`src/common/mmu_pkg.sv`:
```
// MMU types for a MIPS32 style TLB; fields follow PageMask/EntryHi/EntryLo, no 64-bit or MIPS16
`default_nettype none

package mmu_pkg;

    // One paired TLB entry, vpn2 and pfns stored already masked
    typedef struct packed {
        logic [11:0] mask;
        logic [18:0] vpn2;
        logic [7:0]  asid;
        logic        g;
        logic [19:0] pfn0;
        logic [2:0]  c0;
        logic        d0;
        logic        v0;
        logic [19:0] pfn1;
        logic [2:0]  c1;
        logic        d1;
        logic        v1;
    } tlb_entry_t;

    typedef struct packed {
        logic [7:0] asid;
        logic       kernel_mode;
        logic       erl;
        logic       kseg0_cached;
    } cp0_state_t;

    typedef enum logic [1:0] {
        OP_WRITE,
        OP_READ,
        OP_PROBE
    } mgmt_op_e;

    typedef struct packed {
        mgmt_op_e    op;
        logic [7:0]  index;
        logic [11:0] mask;
        logic [31:0] entryhi;
        logic [31:0] entrylo0;
        logic [31:0] entrylo1;
    } mgmt_req_t;

    // Bit 31 of probe_index flags a probe miss
    typedef struct packed {
        logic [11:0] mask;
        logic [31:0] entryhi;
        logic [31:0] entrylo0;
        logic [31:0] entrylo1;
        logic [31:0] probe_index;
    } mgmt_rsp_t;

    typedef struct packed {
        logic        valid;
        logic        store;
        logic [31:0] vaddr;
    } lookup_req_t;

    typedef struct packed {
        logic        valid;
        logic        store;
        logic [31:0] vaddr;
        logic [31:0] paddr;
        logic        hit;
        logic        pvalid;
        logic        dirty;
        logic        cached;
        logic        addr_err;
    } lookup_rsp_t;

    typedef enum logic [2:0] {
        SEG_USEG,
        SEG_KSEG0,
        SEG_KSEG1,
        SEG_KSSEG,
        SEG_KSEG3
    } addr_seg_e;

    typedef enum logic [3:0] {
        EXC_NONE,
        EXC_ADEL_I,
        EXC_TLBL_REFILL_I,
        EXC_TLBL_INV_I,
        EXC_ADEL_D,
        EXC_ADES_D,
        EXC_TLB_REFILL_D,
        EXC_TLB_INV_D,
        EXC_TLB_MOD
    } mmu_exc_e;

endpackage

`default_nettype wire

```
`src/design/mmu_fault_merge.sv`:
```
// Single exception out of both ports; a fetch fault always beats a data fault
`timescale 1ns/1ns
`default_nettype none

module mmu_fault_merge
    import mmu_pkg::*;
(
    input  lookup_rsp_t fetch_i,
    input  lookup_rsp_t data_i,
    output mmu_exc_e    exc_o,
    output logic [31:0] badvaddr_o
);

    mmu_exc_e fetch_exc;
    mmu_exc_e data_exc;

    always_comb begin
        fetch_exc = EXC_NONE;
        if (fetch_i.valid) begin
            if (fetch_i.addr_err) begin
                fetch_exc = EXC_ADEL_I;
            end else if (!fetch_i.hit) begin
                fetch_exc = EXC_TLBL_REFILL_I;
            end else if (!fetch_i.pvalid) begin
                fetch_exc = EXC_TLBL_INV_I;
            end
        end
    end

    // Modified only applies to stores
    always_comb begin
        data_exc = EXC_NONE;
        if (data_i.valid) begin
            if (data_i.addr_err) begin
                data_exc = data_i.store ? EXC_ADES_D : EXC_ADEL_D;
            end else if (!data_i.hit) begin
                data_exc = EXC_TLB_REFILL_D;
            end else if (!data_i.pvalid) begin
                data_exc = EXC_TLB_INV_D;
            end else if (data_i.store && !data_i.dirty) begin
                data_exc = EXC_TLB_MOD;
            end
        end
    end

    always_comb begin
        if (fetch_exc != EXC_NONE) begin
            exc_o      = fetch_exc;
            badvaddr_o = fetch_i.vaddr;
        end else if (data_exc != EXC_NONE) begin
            exc_o      = data_exc;
            badvaddr_o = data_i.vaddr;
        end else begin
            exc_o      = EXC_NONE;
            badvaddr_o = '0;
        end
    end

endmodule

`default_nettype wire

```
`config.mk`:
```
export PLATFORM = sky130hd
export DESIGN_NAME = mmu_fault_merge
export DESIGN_NICKNAME = d
export VERILOG_FILES = /design/src/common/mmu_pkg.sv /design/src/design/mmu_fault_merge.sv
export SDC_FILE = /design/constraint.sdc
export NUM_CORES = 1
export LEC_CHECK = 0
export BUFFER_PORTS_ARGS = -buffer_cell sky130_fd_sc_hd__buf_2
export CORE_AREA = 2 2 69 71
export DETAILED_ROUTE_END_ITERATION = 8
export DIE_AREA = 0 0 71 73
export GPL_ROUTABILITY_DRIVEN = 0
export PLACE_DENSITY = 0.74
export SLEW_MARGIN = 5
export SYNTH_ARGS = -nofsm -noshare
export SYNTH_HDL_FRONTEND = slang
export SYNTH_SLANG_ARGS = --single-unit
```
`constraint.sdc`:
```
create_clock -name vclk -period 3.05
set_input_delay 0.7625 -clock vclk [all_inputs]
set_output_delay 0.7625 -clock vclk [all_outputs]
set_load 0.05 [all_outputs]
```
# Word level (Yosys, flattened, before mapping)
# Cells that the tools add are included.
[word_totals] output_inout_bits=36 in_bits=142 register_bits=0
[op_classes] n_reduce_logical=4 muxes=14
[ops] op="two-way mux 32 bit" count=2
[ops] op="two-way mux 4 bit" count=7
[ops] op="two-way mux 2 bit" count=4
[ops] op="nonzero test 4 bit" count=2
[ops] op="logical AND 1 bit" count=1
[ops] op="zero test 1 bit" count=1
[ops] op="two-way mux 1 bit" count=1

# Depth between registers and ports, before layout
[logic_depth] ltp_word=10 depth_mapped=5 ltp_nobuf=3

# Worst setup path before layout
# No wires, ideal clock.
[synth_timing] kind="input to output" from="input port fetch_i[70] in the netlist's numbering" to="output port exc_o[1]" n_path_buf=2 cell_stages=4 slack_ns=0.345 arrival_ns=1.942 cell_sequence="buf_4 -> clkbuf_1 -> a32oi_1 -> a21oi_1"
[synth_between] elab_chain_len=3
[synth_lines] element="from (decl)" line_no="mmu_fault_merge.sv:8" source="input lookup_rsp_t fetch_i,"
[synth_lines] element="two-way mux 2 bit (*)" line_no="mmu_fault_merge.sv:19" source="if (fetch_i.valid) begin"
[synth_lines] element="nonzero test 4 bit" line_no="mmu_fault_merge.sv:47" source="if (fetch_exc != EXC_NONE) begin"
[synth_lines] element="two-way mux 4 bit (*)" line_no="mmu_fault_merge.sv:47"
[synth_lines] element="to (decl)" line_no="mmu_fault_merge.sv:10" source="output mmu_exc_e exc_o,"
# Mark *: on every way between the ends. The rest lies on a longest branch, timed or not.

# Final worst setup path
[layout_timing] from="input port fetch_i[0] in the netlist's numbering" to="output port badvaddr_o[10]"
[layout_between] elab_chain_len=4
[layout_lines] element="two-way mux 2 bit" line_no="mmu_fault_merge.sv:20" source="if (fetch_i.addr_err) begin"
[layout_lines] element="two-way mux 2 bit" line_no="mmu_fault_merge.sv:19"
[layout_lines] element="nonzero test 4 bit" line_no="mmu_fault_merge.sv:47"
[layout_lines] element="two-way mux 32 bit" line_no="mmu_fault_merge.sv:47"
[layout_lines] element="to (decl)" line_no="mmu_fault_merge.sv:11" source="output logic [31:0] badvaddr_o"
# Every way passes these cells.

==> impl_table.tex <==
\begin{tabular}{lr}
\hline
Metric & Value \\
\hline
\multicolumn{2}{l}{\textbf{Timing}} \\
Final Slew Violations & 0 \\
Tightest slew margin relative to the limit & 76.9\% \\
Share of the clock period used by the worst path after layout & 91.1\% \\
Count of endpoints failing setup in the final report & 0 \\
Total negative slack for setup checks & 0 ns \\
Final Critical Period & 2.78 ns \\
Worst-margin pin slew & 0.346 ns \\
Hold Fails Final Rpt & 0 \\
RSZ-0062 raised after global routing & false \\
Max frequency & 0.360 GHz \\
\multicolumn{2}{l}{\textbf{Die}} \\
Initial Utilization & 16.4\% \\
Total Die Area & 0.00518 mm2 \\
Die Ht & 73 um \\
Area of the core & 0.00454 mm2 \\
Standard-cell row count & 25 \\
IO Count & 178 \\
Overall die width & 71 um \\
\multicolumn{2}{l}{\textbf{Synthesis}} \\
Sequential fraction of the synthesis area & 0\% \\
Distinct cells, synth & 24 \\
Area of the mapped netlist & 746 um2 \\
Avg Inst Size Synth & 7.77 um2 \\
Post-synth net total & 238 \\
Cell count after synthesis & 96 \\
Area fraction of the dominant cell type after synthesis & 35.2\% \\
Number of synthesis warnings & 0 \\
Cell type with the largest total area after synthesis & sky130\_fd\_sc\_hd\_\_a31o\_1 \\
Largest cells by area after synthesis & sky130\_fd\_sc\_hd\_\_a31o\_1 (35\%), sky130\_fd\_sc\_hd\_\_and3\_2 (24\%), sky130\_fd\_sc\_hd\_\_and3\_1 (6.7\%) \\
\multicolumn{2}{l}{\textbf{Cells and area}} \\
Area of all sequential standard cells & 0 um2 \\
Number of antenna cells inserted & 0 \\
Net count, final & 340 \\
Sequential cell count & 0 \\
Cell area after layout & 0.00131 mm2 \\
Area growth, synth to finish & 75.2\% \\
Fraction of final layout cells with drive strength greater than 1 & 73.5\% \\
Clock tree buffer count of the final layout & 0 \\
\multicolumn{2}{l}{\textbf{Global route}} \\
Number of global-route vias before repair & 941 \\
Global-route wire length before repair & 4240 um \\
Overall fraction of global-route tracks in use & 9.58\% \\
Pin count of the biggest net entering global routing & 35 \\
Final global-route overflow total & 0 \\
Antenna violations before repair & 0 \\
\multicolumn{2}{l}{\textbf{Pwr}} \\
Leakage dissipation & 0.794 nW \\
Worst supply voltage drop on vdd & 0.0968 mV \\
Power density over cell area & 246 mW/mm2 \\
\multicolumn{2}{l}{\textbf{Job}} \\
Max cap viols & 0 \\
\multicolumn{2}{l}{\textbf{Clocking}} \\
Post-CTS setup buffer count & 0 \\
Post-cts gate resize count & 0 \\
Hold buffer count at CTS & 0 \\
\multicolumn{2}{l}{\textbf{Worst setup path}} \\
Most used cell, CP & sky130\_fd\_sc\_hd\_\_buf\_2 \\
Critical path required time & 2.29 ns \\
Slowest cell on crit path & sky130\_fd\_sc\_hd\_\_nand3b\_4 \\
Cell-by-cell listing of the critical path & buf\_2, nand3b\_4, buf\_4, and3\_2, a31o\_1, buf\_2 \\
Max stage delay on crit path & 0.30 ns \\
Worst-path maximum fanout & 25 \\
Sort of element at the start of the critical path & primary input \\
Path type of the worst setup path & primary input to output port \\
Endpoint kind of the worst setup timing path & output port \\
Worst endpoint data arrival time & 2.02 ns \\
\multicolumn{2}{l}{\textbf{Outcome}} \\
Status & finished clean \\
\multicolumn{2}{l}{\textbf{Routing}} \\
Iteration count of the initial detailed-routing pass & 3 \\
Iteration-0 DRC count of the detailed router & 19 \\
DRT antenna net count & 0 \\
DRC errors left & 0 \\
Vias/cell & 4.64 \\
Total wire length after detailed routing & 2860 um \\
Average wire length per cell after detail routing & 11.4 um \\
Via count of the routed design & 1,161 \\
\multicolumn{2}{l}{\textbf{Placed design}} \\
Detailed placer's ending HPWL & 2190 um \\
Area post-placement & 0.00131 mm2 \\
Number of input and output port buffers inserted & 110 \\
\multicolumn{2}{l}{\textbf{Min path}} \\
Endpoint of the worst hold-timing path & exc\_o[1] \\
Start point of the worst hold path & fetch\_i[0] \\
Depth of the worst hold-timing path & 3 \\
Min-Delay Path Class & primary input to output port \\
\hline
\end{tabular}
-- power breakdown --
| part | internal (mW) | switching (mW) | total [mW] |
|---|---|---|---|
| logic | 0.109 | 0.212 | 0.322 |
| clock network | 0 | 0 | 0 |
| registers | 0 | 0 | 0 |
| total | 0.109 | 0.212 | 0.322 |
-- metrics by stage --
step | worst slack, ns | cells | util, % | total power [mW] | hold WS (ns)
final | 0.272 | 250 | 28.8 | 0.322 | 1.89
after global routing | 0.189 | 250 | 28.8 | 0.342 | 1.93
after CTS | 0.255 | 250 | 28.8 | 0.325 | 1.90
after detailed placement | 0.262 | 250 | 28.8 | 0.324 | 1.90
after global placement | 0.276 | 250 | 28.8 | 0.320 | 1.89
after floorplan | 0.345 | 96 | - | 0.234 | 1.80
-- synthesized netlist by cell type, drive strengths merged --
master and count:
and3b 1, nand2 4, clkbuf 7, a21oi 1
o21ai 1, nor2b 2, a31o 32, o31a 1
nand3b 1, a32oi 1, nor2 1, nor3b 1
and4 1, and2 1, inv 2, o221ai 1
and3 32, buf 6
-- kinds of logic after synthesis --
logic type	share of synthesized area [%]
simple gates	43.0
compound gates	43.6
buf+inv	13.4
-- critical path: cells and delay by family --
family          cells  cell delay [ns]
buf+inv             3             0.56
compound gates      1             0.18
simple gates        2             0.50
-- per-layer routing --
metal	track usage (%)	part of all wire [%]	vias up
li1	-	-	588
met1	11.1	41	497
met2	19.5	48	76
met3	1.38	11	0
met4	0	0	0
met5	0	0	-
-- cell type report --
type / instances / area [um2]
Fill cell: 492 / 3230
Multi-Input combinational cell: 81 / 646
Timing Repair Buffer: 113 / 586
Tap cell: 54 / 67.6
Inverter: 2 / 7.51
-- cell usage in the layout (no fill, tap or decap), drive strengths merged --
cell / count
buf: 113
o31a: 1
a21oi: 1
and2: 1
and3: 32
o221ai: 1
nand3b: 1
a32oi: 1
inv: 2
nor2b: 2
nand2: 4
nor3b: 1
and3b: 1
and4: 1
o21ai: 1
a31o: 32
nor2: 1
-- how the worst max path moves through the flow --
stage | start | endpoint | slack (ns) | cells past startpoint
2_1_floorplan | fetch_i[70] | exc_o[1] | 0.35 | 4
3_3_place_gp | fetch_i[0] | badvaddr_o[10] | 0.28 | 6
3_5_place_dp | fetch_i[0] | badvaddr_o[10] | 0.26 | 6
4_1_cts | fetch_i[0] | badvaddr_o[10] | 0.25 | 6
5_1_grt | fetch_i[0] | badvaddr_o[10] | 0.19 | 6
6_report | fetch_i[0] | badvaddr_o[10] | 0.27 | 6
No activity file was read; power rests on OpenSTA's default activity.
