## config.mk

```make
export PLATFORM = sky130hd
export DESIGN_NAME = tlb_entry_array
export DESIGN_NICKNAME = d
export VERILOG_FILES = /design/src/common/mmu_pkg.sv /design/src/design/tlb/tlb_entry_array.sv
export SDC_FILE = /design/constraint.sdc
export NUM_CORES = 2
export LEC_CHECK = 0
export BUFFER_PORTS_ARGS = -buffer_cell sky130_fd_sc_hd__buf_2
export CAP_MARGIN = 5
export CELL_PAD_IN_SITES_DETAIL_PLACEMENT = 1
export CELL_PAD_IN_SITES_GLOBAL_PLACEMENT = 1
export CORE_AREA = 4 4 630 632
export CTS_CLUSTER_SIZE = 8
export DETAILED_ROUTE_END_ITERATION = 16
export DIE_AREA = 0 0 634 636
export GPL_TIMING_DRIVEN = 0
export PLACE_DENSITY_LB_ADDON = 0.1
export SYNTH_ARGS = -nofsm -noshare
export SYNTH_HDL_FRONTEND = slang
export SYNTH_SLANG_ARGS = --single-unit
```

## constraint.sdc

```tcl
create_clock -name clk -period 3.13 [get_ports clk]
set_input_delay 0.4695 -clock clk [delete_from_list [all_inputs] [get_ports clk]]
set_output_delay 0.4695 -clock clk [all_outputs]
set_load 0.01 [all_outputs]
```

## src/common/mmu_pkg.sv

```systemverilog
// MMU types for a MIPS32 style TLB; fields follow PageMask/EntryHi/EntryLo, no 64-bit or MIPS16
`default_nettype none

package mmu_pkg;

    // One paired TLB entry, vpn2 and pfns stored already masked
    typedef struct packed {
        logic [11:0] mask;
        logic [18:0] vpn2;
        logic [7:0]  asid;
        logic        g;
        logic [19:0] pfn0;
        logic [2:0]  c0;
        logic        d0;
        logic        v0;
        logic [19:0] pfn1;
        logic [2:0]  c1;
        logic        d1;
        logic        v1;
    } tlb_entry_t;

    typedef struct packed {
        logic [7:0] asid;
        logic       kernel_mode;
        logic       erl;
        logic       kseg0_cached;
    } cp0_state_t;

    typedef enum logic [1:0] {
        OP_WRITE,
        OP_READ,
        OP_PROBE
    } mgmt_op_e;

    typedef struct packed {
        mgmt_op_e    op;
        logic [7:0]  index;
        logic [11:0] mask;
        logic [31:0] entryhi;
        logic [31:0] entrylo0;
        logic [31:0] entrylo1;
    } mgmt_req_t;

    // Bit 31 of probe_index flags a probe miss
    typedef struct packed {
        logic [11:0] mask;
        logic [31:0] entryhi;
        logic [31:0] entrylo0;
        logic [31:0] entrylo1;
        logic [31:0] probe_index;
    } mgmt_rsp_t;

    typedef struct packed {
        logic        valid;
        logic        store;
        logic [31:0] vaddr;
    } lookup_req_t;

    typedef struct packed {
        logic        valid;
        logic        store;
        logic [31:0] vaddr;
        logic [31:0] paddr;
        logic        hit;
        logic        pvalid;
        logic        dirty;
        logic        cached;
        logic        addr_err;
    } lookup_rsp_t;

    typedef enum logic [2:0] {
        SEG_USEG,
        SEG_KSEG0,
        SEG_KSEG1,
        SEG_KSSEG,
        SEG_KSEG3
    } addr_seg_e;

    typedef enum logic [3:0] {
        EXC_NONE,
        EXC_ADEL_I,
        EXC_TLBL_REFILL_I,
        EXC_TLBL_INV_I,
        EXC_ADEL_D,
        EXC_ADES_D,
        EXC_TLB_REFILL_D,
        EXC_TLB_INV_D,
        EXC_TLB_MOD
    } mmu_exc_e;

endpackage

`default_nettype wire

```

## src/design/tlb/tlb_entry_array.sv

```systemverilog
// TLB entry storage; written entries must already be masked, reset leaves no valid entry
`timescale 1ns/1ns
`default_nettype none

module tlb_entry_array
    import mmu_pkg::*;
#(
    parameter int TLB_IDX_BITS = 4
) (
    input  logic                                  clk,
    input  logic                                  rst,
    input  logic                                  we_i,
    input  logic [TLB_IDX_BITS-1:0]               idx_i,
    input  tlb_entry_t                            wdata_i,
    output tlb_entry_t                            rdata_o,
    output tlb_entry_t [2**TLB_IDX_BITS-1:0]      entries_o
);

    localparam int TLB_NUM = 2**TLB_IDX_BITS;

    tlb_entry_t [TLB_NUM-1:0] entries_q;

    // Cleared entries keep C at 3 so a later read shows cacheable
    always_ff @(posedge clk) begin
        if (rst) begin
            for (int n = 0; n < TLB_NUM; n++) begin
                entries_q[n]    <= '0;
                entries_q[n].c0 <= 3'd3;
                entries_q[n].c1 <= 3'd3;
            end
        end else if (we_i) begin
            entries_q[idx_i] <= wdata_i;
        end
    end

    // Combinational read port for CP0
    assign rdata_o = entries_q[idx_i];

    // Whole array goes to the probe logic and both matchers
    assign entries_o = entries_q;

endmodule

`default_nettype wire

```

==> Word level (Yosys, flattened, before mapping) <==
Index checks and enable logic that the tools add are counted.
{ "totals": {"ramBits": 0, "input_bits": 97, "latch_bits": 0, "rom_bits": 0, "output_inout_bits": 1530, "word_cells": 200, "mem_count": 0, "register_bits": 1440} }
{ "classes": {"multipliers": 0, "muxes": 5, "eq_ne": 0, "n_lt_le_gt_ge": 2, "n_addsub": 0, "bitwise": 0, "div_mod_pow": 0, "reduce_logical": 1, "shifts": 0} }
{ "op_table": {"columns": ["operator", "count"], "rows": [
  ["1440-bit bitwise mux", 1],
  ["90-bit binary-select mux with 4-bit select", 1],
  ["90-bit demux with 4-bit select", 1],
  ["90-bit two-way mux", 2],
  ["4-bit by 5-bit less-than comparator with 1-bit output, second input constant", 1],
  ["4-bit by 1-bit >= comparator with 1-bit output, second input constant", 1],
  ["1-bit logical AND", 1]
]} }

==> Longest topological paths before layout <==
{ "depth": {"depth_word": 5, "depth_mapped": 8, "depth_no_buf": 3} }

==> Least setup slack after synthesis <==
No wires, ideal clock.
{ "synth_path": {"path_type": "input-to-output", "startpoint": "input idx_i[0]", "endpoint": "output rdata_o[0] in the netlist's numbering", "cell_stages": 6, "arrival_ns": 1.845, "path_buffers": 3, "t_required_ns": 2.660, "setup_slack_ns": 0.816, "path_cell_list": "buf_6 > buf_2 > buf_2 > mux4_2 > a22oi_1 > nand2_1"} }
{ "synth_rtl": {"columns": ["element", "line", "text"], "rows": [
  ["start: declaration", "tlb_entry_array.sv:13", "input logic [TLB_IDX_BITS-1:0] idx_i,"],
  ["end: declaration", "tlb_entry_array.sv:15", "output tlb_entry_t rdata_o,"]
]} }

==> Worst setup path in the final report <==
{ "layout_path": {"startpoint": "input idx_i[1]", "endpoint": "register entries_q (netlist bit entries_o[717])"} }
{ "layout_via": {"elab_chain_cells": 5, "elab_cells_between_ends": 6, "cone_classes": "order compare: 2; mux: 3; reduce/logical: 1"} }
{ "layout_rtl": {"columns": ["element", "line", "text"], "rows": [
  ["4-bit by 5-bit less-than comparator with 1-bit output (implied by the code) or 4-bit by 1-bit >= comparator with 1-bit output (tied branches)", "tlb_entry_array.sv:32", "entries_q[idx_i] <= wdata_i;"],
  ["1-bit logical AND (implied by the code)", "tlb_entry_array.sv:32", null],
  ["90-bit two-way mux (implied by the code)", "tlb_entry_array.sv:32", null],
  ["90-bit demux with 4-bit select *", "tlb_entry_array.sv:32", null],
  ["1440-bit bitwise mux *", "tlb_entry_array.sv:32", null],
  ["end signal: indexed assignment", "tlb_entry_array.sv:32", null],
  ["end: declaration", "tlb_entry_array.sv:21", "tlb_entry_t [TLB_NUM-1:0] entries_q;"]
]} }
Mark *: on every way between the ends. The rest lies on a longest branch, timed or not.
A chain may end at the register's enable or synchronous reset.

==> impl_summary.txt <==
----------------------------------------------------
[Worst setup path]
  CP Capture Type ... flip-flop
  CP Data Required Time ... 3.96 ns
  Peak fanout along the critical path ... 11
  Class of the most critical setup path ... in2reg
  Kind of launch point of the worst setup path ... input port
  CP Data Arrival Time ... 4.10 ns

[Die]
  Initial Util ... 0.166
  Row count ... 230
  I/O pin count ... 1627
  Placeable core region ... 391000 um^2
  Height of the die ... 636 um
  DIE AREA ... 403000 um^2
  Width of the die ... 634 um

[Power and ir drop]
  Max rail drop VDD ... 0.419 mV
  Static Leakage ... 32.6 nW
  Total power per unit cell area ... 539 nW/um^2

[GRT]
  Overall Global Routing Usage ... 0.323
  Via count of the first global-routing pass ... 76.2k
  Global-route wire length before repair ... 854000 um
  Largest net degree at the start of global routing ... 15
  Total grt overflow ... 0
  Antenna violations before repair ... 129

[STA]
  Worst-Margin Slew ... 1.50 ns
  Setup WS post-layout ... -0.133 ns
  Max Clock Skew ... 0 ns
  Minimum period implied by the final worst setup slack ... 3.26 ns
  Sum Neg Setup Slack ... -0.677 ns
  Portion of the clock cycle consumed by the worst path in the final layout ... 1.04
  Unrepaired setup endpoints after global routing ... true
  Final count of pins violating max slew ... 3
  Worst-case headroom to the max-slew limit ... -0.000616
  FMAX ... 0.306 GHz
  Final hold violations ... 0
  Number of endpoints failing setup at the final stage ... 11

[CTS]
  Maximum clock path buffer count ... 4
  Number of CTS-inserted buffers ... 208
  Sinks on Clock Net ... 1440
  H-tree lvl count ... 4
  Clk slew on worst S/H paths ... 0.05 ns
  Clk Tree Root Cell ... sky130_fd_sc_hd__clkbuf_16
  Insertion delay to the later sink of the worst-skew pair ... 0.90 ns
  TritonCTS clock tree ... yes

[Yosys]
  Top area cells in the synthesized netlist ... sky130_fd_sc_hd__dfxtp_1, sky130_fd_sc_hd__mux4_2, sky130_fd_sc_hd__nand3_1
  Syn nets ... 7548
  Synthesized area divided by synthesized cell count ... 8.73 um^2
  Post-synth design cell area ... 65100 um^2
  Synthesis-stage register bit count ... 1440
  Top cell type's share of synthesized area ... 0.443
  Cell accounting for the most synthesized area ... sky130_fd_sc_hd__dfxtp_1
  Number of synthesized flops with an enable pin ... 0
  Sequential area share after synthesis ... 0.443
  Number of instances in the synthesized netlist ... 7451
  Synth warn ... 0
  Primary flip-flop cell chosen by synthesis mapping ... sky130_fd_sc_hd__dfxtp_1
  Proportion of synthesized flip-flops having asynchronous set or reset ... 0
  Post-synth cell types ... 25

[Layout]
  Fraction of final layout cells sized beyond drive strength 1 ... 0.278
  Max reg flops ... 1440
  Number of non-filler instances in the completed layout ... 14.6k
  Area growth from synthesis to final layout ... 34.5%
  Post-route design area ... 87500 um^2
  Filler Cells Inserted ... 46.0k
  Leading cell type in the layout, fill and taps excluded ... sky130_fd_sc_hd__buf_2
  Highest-count cells in the layout ignoring fill and taps ... sky130_fd_sc_hd__buf_2, sky130_fd_sc_hd__dfxtp_1, sky130_fd_sc_hd__nand3_1, sky130_fd_sc_hd__o21ai_0, sky130_fd_sc_hd__a21oi_1
  Final Net Count ... 9386

[Placement]
  Detailed-placement wirelength estimate ... 548000 um
  Post-place instance area ... 80300 um^2
  IO buf count ... 1536
  Final weighted congestion in routability-driven placement ... 0.920
  Cell total after placement ... 14.3k

[Detailed routing]
  WL final ... 681000 um
  Number of iterations in the first detailed-routing pass ... 5
  Number of vias after detailed routing ... 77.3k
  Detailed-route wire length per cell ... 46.6 um
  Post-route DRC violation count ... 0
  Final antenna-violating net count ... 0
  Vias per Instance ... 5.28
  Number of DRC violations after detailed-routing iteration 0 ... 7272

[Outcome]
  Violated checks ... max-slew violations, negative setup slack
  Outcome ... finished, violations left

[Flow run]
  Maximum Capacitance Violations ... 0

[Min path]
  Class of the tightest hold or removal check ... in2reg

----------------------------------------------------
## timing repair
item,in CTS,in global routing
hold buffers,38,0
pin swaps,6,1
endpoints found under the hold margin,190,0
endpoints found under the setup margin,90,25
gates resized for setup,249,21
setup buffers,6,0
## worst paths after layout
path / slack, ns / startpoint / cells past startpoint / end
max reg2reg: 2.04 / entries_o[745] / 2 / entries_o[745]
max: -0.13 / idx_i[1] / 8 / entries_o[717]
min: 0.06 / wdata_i[18] / 3 / entries_o[1278]
min reg2reg: 0.50 / entries_o[1030] / 2 / entries_o[1030]
## cells by family after synthesis
| group | share of synthesized area |
|---|---|
| buffers and inverters | 0.0702 |
| AND/OR/NAND/NOR | 0.121 |
| AO/OA/AOI/OAI | 0.241 |
| flip-flops | 0.443 |
| multiplexers | 0.125 |
## report_power, final
| group | internal (mW) | switching [mW] | total (mW) |
|---|---|---|---|
| sequential | 18.6 | 0.340 | 18.9 |
| combinational | 1.25 | 5.06 | 6.32 |
| clock | 12.1 | 9.82 | 21.9 |
| total | 31.9 | 15.2 | 47.1 |
## cell usage after synthesis, types with 63 or more instances
| cell | count |
|---|---|
| sky130_fd_sc_hd__dfxtp_1 | 1440 |
| sky130_fd_sc_hd__nand3_1 | 1377 |
| sky130_fd_sc_hd__a21oi_1 | 1376 |
| sky130_fd_sc_hd__o21ai_0 | 1376 |
| sky130_fd_sc_hd__clkbuf_1 | 728 |
| sky130_fd_sc_hd__mux4_2 | 360 |
| sky130_fd_sc_hd__buf_2 | 254 |
| sky130_fd_sc_hd__a22oi_1 | 180 |
| sky130_fd_sc_hd__nand2_1 | 107 |
| sky130_fd_sc_hd__and3_1 | 66 |
| sky130_fd_sc_hd__a211o_1 | 64 |
| sky130_fd_sc_hd__buf_1 | 63 |
## metal layers
layer,track usage,up-vias,share of wire
met3,0.0734,989,0.075
li1,-,31193,-
met1,0.374,41017,0.38
met5,0.000239,-,0.00017
met4,0.188,16,0.068
met2,0.542,4076,0.48
## metrics by stage
stage | util | hold WS [ns] | power (mW) | setup slack [ns]
after global routing | 0.223 | 0.0671 | 48.1 | -0.0240
after CTS | 0.223 | 0.000508 | 47.5 | -0.0878
after global placement | 0.203 | 0.472 | 25.3 | -2.94
final | 0.224 | 0.0573 | 47.1 | -0.133
after floorplan | - | 0.508 | 21.4 | 0.816
after detailed placement | 0.205 | 0.479 | 25.4 | -1.53
## layout make-up
class / instances / area, um^2 / area share
clock inverter: 10 / 129 / 0.00147
sequential: 1440 / 28800 / 0.330
timing repair buffer: 1628 / 9140 / 0.104
buffer: 1081 / 5310 / 0.0607
multi-input combinational: 4930 / 31900 / 0.365
clock buffer: 249 / 5480 / 0.0626
antenna: 69 / 173 / 0.00197
tap: 5220 / 6530 / 0.0746
## worst max-delay path, stage by stage
cell,delay [ns]
sky130_fd_sc_hd__buf_2,0.17
sky130_fd_sc_hd__nand2_1,0.10
sky130_fd_sc_hd__buf_2,0.99
sky130_fd_sc_hd__clkbuf_2,0.56
sky130_fd_sc_hd__buf_12,0.24
sky130_fd_sc_hd__clkbuf_1,0.96
sky130_fd_sc_hd__o21ai_0,0.24
sky130_fd_sc_hd__a21oi_1,0.19
Note: power is estimated with default switching activity, not from simulation.
