`src/common/mmu_pkg.sv`:
```
// MMU types for a MIPS32 style TLB; fields follow PageMask/EntryHi/EntryLo, no 64-bit or MIPS16
`default_nettype none

package mmu_pkg;

    // One paired TLB entry, vpn2 and pfns stored already masked
    typedef struct packed {
        logic [11:0] mask;
        logic [18:0] vpn2;
        logic [7:0]  asid;
        logic        g;
        logic [19:0] pfn0;
        logic [2:0]  c0;
        logic        d0;
        logic        v0;
        logic [19:0] pfn1;
        logic [2:0]  c1;
        logic        d1;
        logic        v1;
    } tlb_entry_t;

    typedef struct packed {
        logic [7:0] asid;
        logic       kernel_mode;
        logic       erl;
        logic       kseg0_cached;
    } cp0_state_t;

    typedef enum logic [1:0] {
        OP_WRITE,
        OP_READ,
        OP_PROBE
    } mgmt_op_e;

    typedef struct packed {
        mgmt_op_e    op;
        logic [7:0]  index;
        logic [11:0] mask;
        logic [31:0] entryhi;
        logic [31:0] entrylo0;
        logic [31:0] entrylo1;
    } mgmt_req_t;

    // Bit 31 of probe_index flags a probe miss
    typedef struct packed {
        logic [11:0] mask;
        logic [31:0] entryhi;
        logic [31:0] entrylo0;
        logic [31:0] entrylo1;
        logic [31:0] probe_index;
    } mgmt_rsp_t;

    typedef struct packed {
        logic        valid;
        logic        store;
        logic [31:0] vaddr;
    } lookup_req_t;

    typedef struct packed {
        logic        valid;
        logic        store;
        logic [31:0] vaddr;
        logic [31:0] paddr;
        logic        hit;
        logic        pvalid;
        logic        dirty;
        logic        cached;
        logic        addr_err;
    } lookup_rsp_t;

    typedef enum logic [2:0] {
        SEG_USEG,
        SEG_KSEG0,
        SEG_KSEG1,
        SEG_KSSEG,
        SEG_KSEG3
    } addr_seg_e;

    typedef enum logic [3:0] {
        EXC_NONE,
        EXC_ADEL_I,
        EXC_TLBL_REFILL_I,
        EXC_TLBL_INV_I,
        EXC_ADEL_D,
        EXC_ADES_D,
        EXC_TLB_REFILL_D,
        EXC_TLB_INV_D,
        EXC_TLB_MOD
    } mmu_exc_e;

endpackage

`default_nettype wire

```
`src/design/tlb/tlb_mgmt_ctrl.sv`:
```
// CP0 side of the TLB with four-phase req/ack; TLBWI, TLBR and TLBP only, no random write
`timescale 1ns/1ns
`default_nettype none

module tlb_mgmt_ctrl
    import mmu_pkg::*;
#(
    parameter int TLB_IDX_BITS = 4
) (
    input  logic                                  clk,
    input  logic                                  rst,
    input  logic                                  req_i,
    input  mgmt_req_t                             req_data_i,
    output logic                                  ack_o,
    output mgmt_rsp_t                             rsp_o,
    output logic                                  we_o,
    output logic [TLB_IDX_BITS-1:0]               idx_o,
    output tlb_entry_t                            wdata_o,
    input  tlb_entry_t                            rdata_i,
    input  tlb_entry_t [2**TLB_IDX_BITS-1:0]      entries_i
);

    localparam int TLB_NUM = 2**TLB_IDX_BITS;

    typedef enum logic [1:0] {
        IDLE,
        ACK,
        WAIT_DROP
    } state_e;

    state_e      state_q;
    state_e      state_d;
    logic        start;
    logic [31:0] probe_index;

    // Operation runs on the edge that raises ack
    assign start = (state_q == IDLE) && req_i;
    assign ack_o = (state_q != IDLE);
    assign we_o  = start && (req_data_i.op == OP_WRITE);
    assign idx_o = req_data_i.index[TLB_IDX_BITS-1:0];

    // Pack EntryHi/EntryLo into an entry, pair is global only if both halves are
    always_comb begin
        wdata_o.mask = req_data_i.mask;
        wdata_o.vpn2 = req_data_i.entryhi[31:13] & ~{7'b0, req_data_i.mask};
        wdata_o.asid = req_data_i.entryhi[7:0];
        wdata_o.g    = req_data_i.entrylo0[0] & req_data_i.entrylo1[0];
        wdata_o.pfn0 = req_data_i.entrylo0[25:6] & ~{8'b0, req_data_i.mask};
        wdata_o.c0   = req_data_i.entrylo0[5:3];
        wdata_o.d0   = req_data_i.entrylo0[2];
        wdata_o.v0   = req_data_i.entrylo0[1];
        wdata_o.pfn1 = req_data_i.entrylo1[25:6] & ~{8'b0, req_data_i.mask};
        wdata_o.c1   = req_data_i.entrylo1[5:3];
        wdata_o.d1   = req_data_i.entrylo1[2];
        wdata_o.v1   = req_data_i.entrylo1[1];
    end

    // Probe scans downwards so the lowest match is kept
    always_comb begin
        logic                    found;
        logic [TLB_IDX_BITS-1:0] hit_idx;
        found   = 1'b0;
        hit_idx = '0;
        for (int i = TLB_NUM - 1; i >= 0; i--) begin
            if (((req_data_i.entryhi[31:13] & ~{7'b0, entries_i[i].mask}) == entries_i[i].vpn2)
                && (entries_i[i].g || (entries_i[i].asid == req_data_i.entryhi[7:0]))) begin
                found   = 1'b1;
                hit_idx = TLB_IDX_BITS'(i);
            end
        end
        probe_index = found ? {{(32 - TLB_IDX_BITS){1'b0}}, hit_idx} : 32'h8000_0000;
    end

    always_comb begin
        state_d = state_q;
        case (state_q)
            IDLE: begin
                if (req_i) begin
                    state_d = ACK;
                end
            end
            ACK: begin
                state_d = req_i ? WAIT_DROP : IDLE;
            end
            WAIT_DROP: begin
                if (!req_i) begin
                    state_d = IDLE;
                end
            end
            default: begin
                state_d = IDLE;
            end
        endcase
    end

    always_ff @(posedge clk) begin
        if (rst) begin
            state_q <= IDLE;
        end else begin
            state_q <= state_d;
        end
        if (start) begin
            case (req_data_i.op)
                OP_READ: begin
                    rsp_o.mask     <= rdata_i.mask;
                    rsp_o.entryhi  <= {rdata_i.vpn2, 5'b0, rdata_i.asid};
                    rsp_o.entrylo0 <= {6'b0, rdata_i.pfn0, rdata_i.c0, rdata_i.d0,
                                       rdata_i.v0, rdata_i.g};
                    rsp_o.entrylo1 <= {6'b0, rdata_i.pfn1, rdata_i.c1, rdata_i.d1,
                                       rdata_i.v1, rdata_i.g};
                end
                OP_PROBE: begin
                    rsp_o.probe_index <= probe_index;
                end
                default: begin
                end
            endcase
        end
    end

endmodule

`default_nettype wire

```
`config.mk`:
```
export PLATFORM = sky130hd
export DESIGN_NAME = tlb_mgmt_ctrl
export DESIGN_NICKNAME = d
export VERILOG_FILES = /design/src/common/mmu_pkg.sv /design/src/design/tlb/tlb_mgmt_ctrl.sv
export SDC_FILE = /design/constraint.sdc
export NUM_CORES = 1
export LEC_CHECK = 0
export BUFFER_PORTS_ARGS = -buffer_cell sky130_fd_sc_hd__buf_2
export CAP_MARGIN = 15
export CORE_AREA = 2 2 740 742
export CTS_CLUSTER_SIZE = 20
export DETAILED_ROUTE_END_ITERATION = 8
export DIE_AREA = 0 0 742 744
export GPL_TIMING_DRIVEN = 0
export PLACE_DENSITY_LB_ADDON = 0.2
export SYNTH_ARGS = -nofsm -noshare
export SYNTH_HDL_FRONTEND = slang
export SYNTH_SLANG_ARGS = --single-unit
```
`constraint.sdc`:
```
create_clock -name clk -period 11.8 [get_ports clk]
set_clock_uncertainty 0.1 [all_clocks]
set_input_delay 1.77 -clock clk [delete_from_list [all_inputs] [get_ports clk]]
set_output_delay 1.77 -clock clk [all_outputs]
set_load 0.05 [all_outputs]
```
# Yosys cells after proc, flatten, opt, wreduce, memory -nomap -nowiden
# Cells that the tools add are included.
totals:
  out_inout_bits: 236
  ff_bits: 125
op_classes:
  n_eq_ne: 38
  bitwise: 39
  reduce_logical: 44
  muxes: 37
op_table:
  columns: ["op", "n"]
  rows:
  - ["$and 19x19->19", 17]
  - ["$not 12->19", 17]
  - ["$eq 19x19->1", 16]
  - ["$eq 8x8->1", 16]
  - ["$mux 4", 16]
  - ["$and 20x20->20", 2]
  - ["$mux 32", 1]
  - ["$not 12->20", 1]
  - ["$logic_and 1x1->1", 18]
  - ["$logic_or 1x1->1", 16]
  - ["$mux 1", 16]
  - ["$reduce_or 9->1", 1]
  - ["$mux 2", 3]
  - ["$pmux 2 s3", 1]
  - ["$reduce_and 2->1", 3]
  - ["$reduce_or 5->1", 1]
  - ["$eq 2x1->1 const B", 2]
  - ["$eq 2x2->1 const B", 2]
  - ["$logic_not 2->1", 2]
  - ["$ne 2x2->1 const B", 2]
  - ["$reduce_or 3->1", 1]
  - ["$reduce_bool 2->1", 1]
  - ["$reduce_or 2->1", 1]
  - ["$and 1x1->1", 1]
  - ["$not 1->1", 1]

# Longest topological paths before layout
# Gate-level depths: netlist (run 1).
depth:
  depth_word: 22
  ltp_mapped: 11

# Least setup slack after synthesis (run 1)
# No wires, ideal clock.
synth_timing:
  path_kind: "in2reg"
  startpoint: "input req_i"
  endpoint: "register rsp_o[100] (netlist bit), enable pin"
  arrival_ns: 8.393
  path_stages: 2
  t_required_ns: 11.033
  path_slack_ns: 2.640
  cell_sequence: "nand2_1 nor3b_1"
synth_between:
  elab_chain_cells: 2
synth_lines:
  columns: ["element", "line_no", "rtl"]
  rows:
  - ["start, declared", "tlb_mgmt_ctrl.sv:12", "input logic req_i,"]
  - ["$logic_and 1x1->1", "tlb_mgmt_ctrl.sv:37", "assign start = (state_q == IDLE) && req_i;"]
  - ["$reduce_and 2->1 (no source line)", null, null]
  - ["end, declared", "tlb_mgmt_ctrl.sv:15", "output mgmt_rsp_t rsp_o,"]
# No other way between the ends.
# A chain may end at the register's enable or synchronous reset.

# Worst setup path in the final report (run 1)
layout_timing:
  startpoint: "input req_data_i[86] (netlist bit)"
  endpoint: "register rsp_o[3] (netlist bit) (data pin)"
layout_between:
  elab_chain_cells: 21
  word_cells_on_any_way: 74
layout_lines:
  columns: ["element", "line_no", "rtl"]
  rows:
  - ["start, declared", "tlb_mgmt_ctrl.sv:13", "input mgmt_req_t req_data_i,"]
  - ["$and 19x19->19", "tlb_mgmt_ctrl.sv:65", "if (((req_data_i.entryhi[31:13] & ~{7'b0, entries_i[i].mask}) == entries_i[i].vpn2)"]
  - ["$eq 19x19->1", "tlb_mgmt_ctrl.sv:65", null]
  - ["$logic_and 1x1->1", "tlb_mgmt_ctrl.sv:66", "&& (entries_i[i].g || (entries_i[i].asid == req_data_i.entryhi[7:0]))) begin"]
  - ["$mux 1 (16 in series)", "tlb_mgmt_ctrl.sv:65", null]
  - ["$not 1->1 (no source line)", null, null]
  - ["$reduce_or 9->1 (no source line)", null, null]
# Parallel ways exist; a longest one is shown, timed or not.

==> out/results.tsv, run 1 <==
stage	metric	value	unit
timing	Max Clk Rate	159	MHz
floorplanning	Die W	742	um
global_routing	first-pass GRT wire length	172000	um
cts	CTS Hold Bufs	0	
global_routing	initial antenna violation count	105	
global_routing	largest net degree at the start of global routing	15	
logic_synthesis	Synth top area share	0.279	
cts	Root Driver	clkbuf_16	
setup_path	Crit. End Element	flip-flop	
timing	minimum clock period	6.30	ns
pwr	clock group share of total power	0.199	
timing	RSZ-0062 raised after global routing	false	
floorplanning	Core Box Area	0.544	mm^2
setup_path	CP Class	in2reg	
routing	antenna-violating nets left	0	
logic_synthesis	synth warn	0	
cts	H-Tree Depth	3	
floorplanning	die height	744	um
logic_synthesis	Yosys reg bits	97	
timing	setup violators final	0	
cts	clock sinks	97	
logic_synthesis	mapped cell area	0.0102	mm^2
global_routing	GRT Residual Overflow	0	
setup_path	Data arrival, critical path	6.25	ns
pwr	NetSw	0.000575	W
cells_and_area	Util after Layout	0.0472	
timing	Rel. slew slack	0.276	
cts	Longest Clk Path Bufs	2	
floorplanning	I/O pin count	1887	
pwr	combinational power share	0.516	
setup_path	crit path cell chain	buf_2, clkbuf_2, buf_16, nor2b_1, xnor2_1, nand4_1, nor4_1, o21ai_1, nand3_1, nor3_1, nor3_1	
routing	Via Count	11900	
placement	Inst Count DP	9408	
routing	WL/cell	15.8	um
cells_and_area	commonest non-fill, non-tap cell in the layout	buf_2	
pwr	Power Density	53.4	mW/mm^2
routing	first drt pass iteration count	4	
setup_path	CP required	11.75	ns
placement	Detail Placement HPWL	142000	um
routing	initial drt markers	295	
setup_path	critical path launch point type	input pin	
pwr	Pleak	8.05	nW
setup_path	crit-path max FO	8	
placement	gpl congestion	0.686	
timing	Hold Vio Cnt, Final	0	
pwr	Cell Int Power	0.000797	W
status	status	complete, no violations	
setup_path	Slowest cell on crit path	nor4_1	
setup_path	R2R Path Start	state_q[0]	
pwr	Sw Share	0.419	
cts	Post-CTS Setup Bufs	0	
logic_synthesis	leading area contributor after synthesis	edfxtp_1	
floorplanning	die footprint	0.552	mm^2
cells_and_area	area grow syn2layout	151	%
logic_synthesis	Yosys cell types	33	
routing	DRC Markers	0	
pwr	share of power burned in registers	0.285	
timing	final period utilization	0.534	
timing	Fin Hold WS	0.421	ns
placement	IO buf count	976	
min_path	worst min path class	reg2reg	
routing	WL final	150000	um
routing	mean number of vias per cell	1.26	
timing	count of final max-slew check failures	0	
logic_synthesis	ranking of synthesized cells by area	edfxtp_1 28%, xnor2_1 26%, xor2_1 11%	
floorplanning	num rows	271	
timing	worst-margin pin slew	1.09	ns
setup_path	Worst Setup SP	req_data_i[86]	
floorplanning	Initial Util	0.0188	
timing	setup TNS	0	ns
global_routing	GRT Total Usage	0.0516	
cts	Clock Latency Late Sink	0.36	ns
min_path	Hold Crit Start	state_q[1]	
cells_and_area	Nets	3837	
cells_and_area	Finished Layout Cells	9489	
cts	# resized after CTS	0	
logic_synthesis	Mapped Avg Cell Area	9.25	um^2
cts	Clock transition at path regs	0.07	ns
global_routing	vias in the first global route	12600	
job	MaxCap Viol Count	0	
setup_path	Critical Path Max Stage Delay	0.86	ns
setup_path	cell repeated most along the worst path	nor3_1	
logic_synthesis	post-synthesis sequential area ratio	0.283	
cells_and_area	layout cell share with drive strength beyond 1	0.550	
pwr	Worst VDD drop	61.5	uV
logic_synthesis	Post-Syn Instances	1106	
cts	CTS tree	done	
cells_and_area	most frequent cells in the layout	991 x buf_2, 297 x xnor2_1, 177 x nor2b_1	
cts	clock buffers created by TritonCTS	9	
## cell usage after synthesis
cell type / n
nor3b_1: 2
or4_4: 1
clkbuf_1: 25
nor2b_1: 177
a2111oi_2: 1
nand2b_1: 43
o211ai_1: 2
edfxtp_1: 95
nor4_1: 53
o21ai_0: 1
inv_1: 3
o221ai_1: 1
o21ai_1: 7
conb_1: 1
xnor2_1: 298
nor3_1: 11
nor3_2: 1
a21oi_1: 11
buf_6: 2
nand3_1: 10
and2_1: 2
nand2_1: 7
o21a_1: 1
and3_1: 1
inv_2: 1
buf_4: 102
and3b_1: 1
nand4_1: 68
dfxtp_1: 2
a31oi_1: 2
nor2_1: 25
buf_2: 15
xor2_1: 134
## final timing paths
| path | to | cells after the start | slack, ns |
|---|---|---|---|
| worst max-delay path | rsp_o[3] | 11 | 5.50 |
| worst min-delay path | state_q[1] | 2 | 0.42 |
| worst max register to register | rsp_o[114] | 8 | 9.25 |
| worst min register to register | state_q[1] | 2 | 0.42 |
## flip-flops by register name, indices dropped and copies added (netlist names)
name / flops
state_q: 2
rsp_o: 95
## cell type report
type,count,area (um^2)
multi-input cells,904,6630
flip-flops and latches,97,2890
diodes,64,160
clock buffers,11,233
repair buffers,1026,5680
fillers,64700,518000
plain buffers,144,991
clock inverters,5,22.5
well taps,7234,9050
inverters,4,15.0
## metal layers
metal,share of wire,global-route usage
met4,0.015,0.00699
met3,0.097,0.0221
met5,0.0016,0
met2,0.49,0.0898
met1,0.40,0.0599
## cells by family after synthesis
logic type	count (synthesis)	share of synthesized area
AOI/OAI and AO/OA	26	0.0150
xor gates and xnor gates	432	0.370
buffers and inverters	148	0.0950
DFF	97	0.283
other	1	0.000367
and+or+nand+nor	402	0.237
## power groups by stage
stage | Combinational (W) | Clock, W | Sequential [W]
after global placement | 0.000720 | 0 | 0.000402
final | 0.000708 | 0.000273 | 0.000391
after CTS | 0.000751 | 0.000287 | 0.000391
after global routing | 0.000775 | 0.000297 | 0.000392
after floorplan | 0.000307 | 0 | 0.000431
after detailed placement | 0.000748 | 0 | 0.000398
## critical path: cells and delay by family
family                 cells  cell delay, ns
AND/OR/NAND/NOR            6            2.69
AO/OA/AOI/OAI              1            0.27
XOR/XNOR                   1            0.16
buffers and inverters      3            1.24
## through the flow
| stage | setup WS [ns] | cell area (um^2) | power [W] |
|---|---|---|---|
| final | 5.50 | 25700 | 0.00137 |
| after global routing | 4.80 | 25600 | 0.00146 |
| after CTS | 4.44 | 25500 | 0.00143 |
| after detailed placement | 4.04 | 25300 | 0.00115 |
| after global placement | -2.12 | 24300 | 0.00112 |
| after floorplan | 2.64 | 10400 | 0.000737 |
No activity file was read; power rests on OpenSTA's default activity.
==> inputs of run 2 (changes only) <==
- clock period: 11.8 -> 6.3 ns (I/O delays scaled with it)
==> run 2 against run 1 <==
  * Combinational power rose by 86%
  * Highest routed layer unchanged
  * First-iteration DRC count up 7.8%
  * Via count up 0.19%
  * Count of clock-buffer cells in the layout is 1 lower
  * Register-to-register slack got worse by 5.5 ns
  * Non-clock buffer count fell by 3
==> out/results.tsv, run 2 (synthesis gave the netlist of run 1 again) <==
stage	metric	value	unit
timing	setup TNS	0	ns
timing	Fin Hold WS	0.424	ns
timing	Max Clk Rate	185	MHz
routing	first drt pass iteration count	4	
cells_and_area	layout cell share with drive strength beyond 1	0.551	
timing	Rel. slew slack	0.170	
global_routing	initial antenna violation count	118	
floorplanning	die footprint	0.552	mm^2
cells_and_area	Util after Layout	0.0473	
cells_and_area	Nets	3834	
cts	H-Tree Depth	3	
placement	Detail Placement HPWL	141000	um
floorplanning	die height	744	um
cts	CTS Hold Bufs	0	
setup_path	Data arrival, critical path	5.35	ns
min_path	Hold Crit Start	state_q[1]	
timing	final period utilization	0.859	
global_routing	first-pass GRT wire length	173000	um
global_routing	vias in the first global route	12400	
placement	IO buf count	976	
cells_and_area	area grow syn2layout	151	%
routing	Via Count	12000	
setup_path	crit-path max FO	10	
placement	gpl congestion	0.696	
setup_path	critical path's top delay family	buffers and inverters	
timing	setup ws final	0.887	ns
setup_path	CP required	6.23	ns
cts	# resized after CTS	0	
global_routing	GR Util met2	0.0908	
cells_and_area	Finished Layout Cells	9475	
cts	Clock Latency Late Sink	0.35	ns
global_routing	met3 Usage GRT	0.0195	
cts	clock buffers created by TritonCTS	9	
setup_path	R2R Setup Slk	3.72	ns
timing	minimum clock period	5.41	ns
cells_and_area	Regs by FF count	rsp_o x95, state_q x2	
setup_path	Critical Path Max Stage Delay	0.78	ns
floorplanning	Die W	742	um
floorplanning	Initial Util	0.0188	
status	status	complete, no violations	
setup_path	Slowest cell on crit path	buf_2	
min_path	worst min path class	reg2reg	
routing	WL final	151000	um
routing	WL/cell	15.9	um
cells_and_area	most frequent cells in the layout	991 x buf_2, 298 x xnor2_1, 177 x nor2b_1	
global_routing	GRT Total Usage	0.0519	
cells_and_area	FILL cells	64700	
global_routing	met1 Use GR	0.0624	
routing	mean number of vias per cell	1.26	
global_routing	GRT Max-Usage Layer	met2	
placement	Inst Count DP	9406	
setup_path	cell repeated most along the worst path	nor3_1	
setup_path	R2R Path Start	state_q[0]	
setup_path	critical path launch point type	input pin	
cells_and_area	Largest register FFs	95	
pwr	Power Density	104	mW/mm^2
routing	initial drt markers	318	
min_path	hold path cells	2	
placement	dpl ws	-0.0597	ns
timing	RSZ-0062 raised after global routing	false	
floorplanning	I/O pin count	1887	
timing	worst-margin pin slew	1.24	ns
global_routing	GRT Residual Overflow	0	
setup_path	worst-case reg-to-reg path depth	7	
routing	antenna-violating nets left	0	
timing	Hold Vio Cnt, Final	0	
cts	clock sinks	97	
pwr	Pleak	8.06	nW
min_path	Min-Delay Endpoint	state_q[1]	
cts	Post-CTS Setup Bufs	0	
pwr	Worst VDD drop	111	uV
timing	setup violators final	0	
setup_path	Crit. End Element	flip-flop	
routing	DRC Markers	0	
setup_path	crit path cell chain	clkbuf_2, buf_12, buf_2, xnor2_1, nand4_1, buf_16, nor4_2, buf_6, o21ai_1, nand2_1, nor3_1, nor3_1	
cts	Longest Clk Path Bufs	2	
timing	count of final max-slew check failures	0	
cells_and_area	commonest non-fill, non-tap cell in the layout	buf_2	
job	MaxCap Viol Count	0	
setup_path	FF-to-FF End	rsp_o[118]	
cts	CTS tree	done	
setup_path	Buffers & Inverters on Critical Path	5	
cts	Clock transition at path regs	0.07	ns
floorplanning	Core Box Area	0.544	mm^2
cts	Root Driver	clkbuf_16	
floorplanning	num rows	271	
global_routing	largest net degree at the start of global routing	18	
cells_and_area	Top reg by flops	rsp_o	
setup_path	CP Class	in2reg	
[run 2: how the worst max path moves through the flow]
stage	from	end	slack, ns	cells past startpoint
2_1_floorplan	req_i	rsp_o[100]	1.15	2
3_3_place_gp	req_data_i[89]	rsp_o[3]	-4.20	9
3_5_place_dp	req_data_i[89]	rsp_o[3]	-0.06	12
4_1_cts	req_data_i[89]	rsp_o[3]	0.30	12
5_1_grt	req_data_i[89]	rsp_o[3]	0.47	12
6_report	req_data_i[89]	rsp_o[3]	0.89	12
[run 2: cell type report]
cell class	count	area [um^2]	share of cell area
Tap cell	7234	9050	0.352
Multi-Input combinational cell	904	6650	0.258
Timing Repair Buffer	1023	5650	0.220
Sequential cell	97	2890	0.112
Buffer	144	991	0.0385
Clock buffer	10	229	0.00890
Antenna cell	53	133	0.00516
Clock inverter	6	106	0.00414
Inverter	4	15.0	0.000584
[run 2: routing by layer]
metal | up-vias | routed length (um) | part of all wire
met1 | 5264 | 63000 | 0.42
met3 | 133 | 12400 | 0.083
met4 | 50 | 1580 | 0.010
met5 | - | 327 | 0.0022
met2 | 751 | 73400 | 0.49
li1 | 5766 | - | -
[run 2: metrics by stage]
step                      cell area, um^2  power, W
after floorplan                     10400   0.00138
after global placement              24300   0.00209
after detailed placement            25200   0.00214
after CTS                           25600   0.00279
after global routing                25600   0.00286
final                               25700   0.00268
[run 2: where the power goes]
group,internal [W],switching (W)
Sequential,0.000728,0.00000363
Combinational,0.000499,0.000820
Clock,0.000387,0.000247
Total,0.00161,0.00107
[run 2: tightest hold or removal path, delay by kind of cell, from the launching register on]
kind | cells | cell delay [ns]
DFF | 1 | 0.32
xor gates and xnor gates | 1 | 0.13
and+or+nand+nor | 1 | 0.04
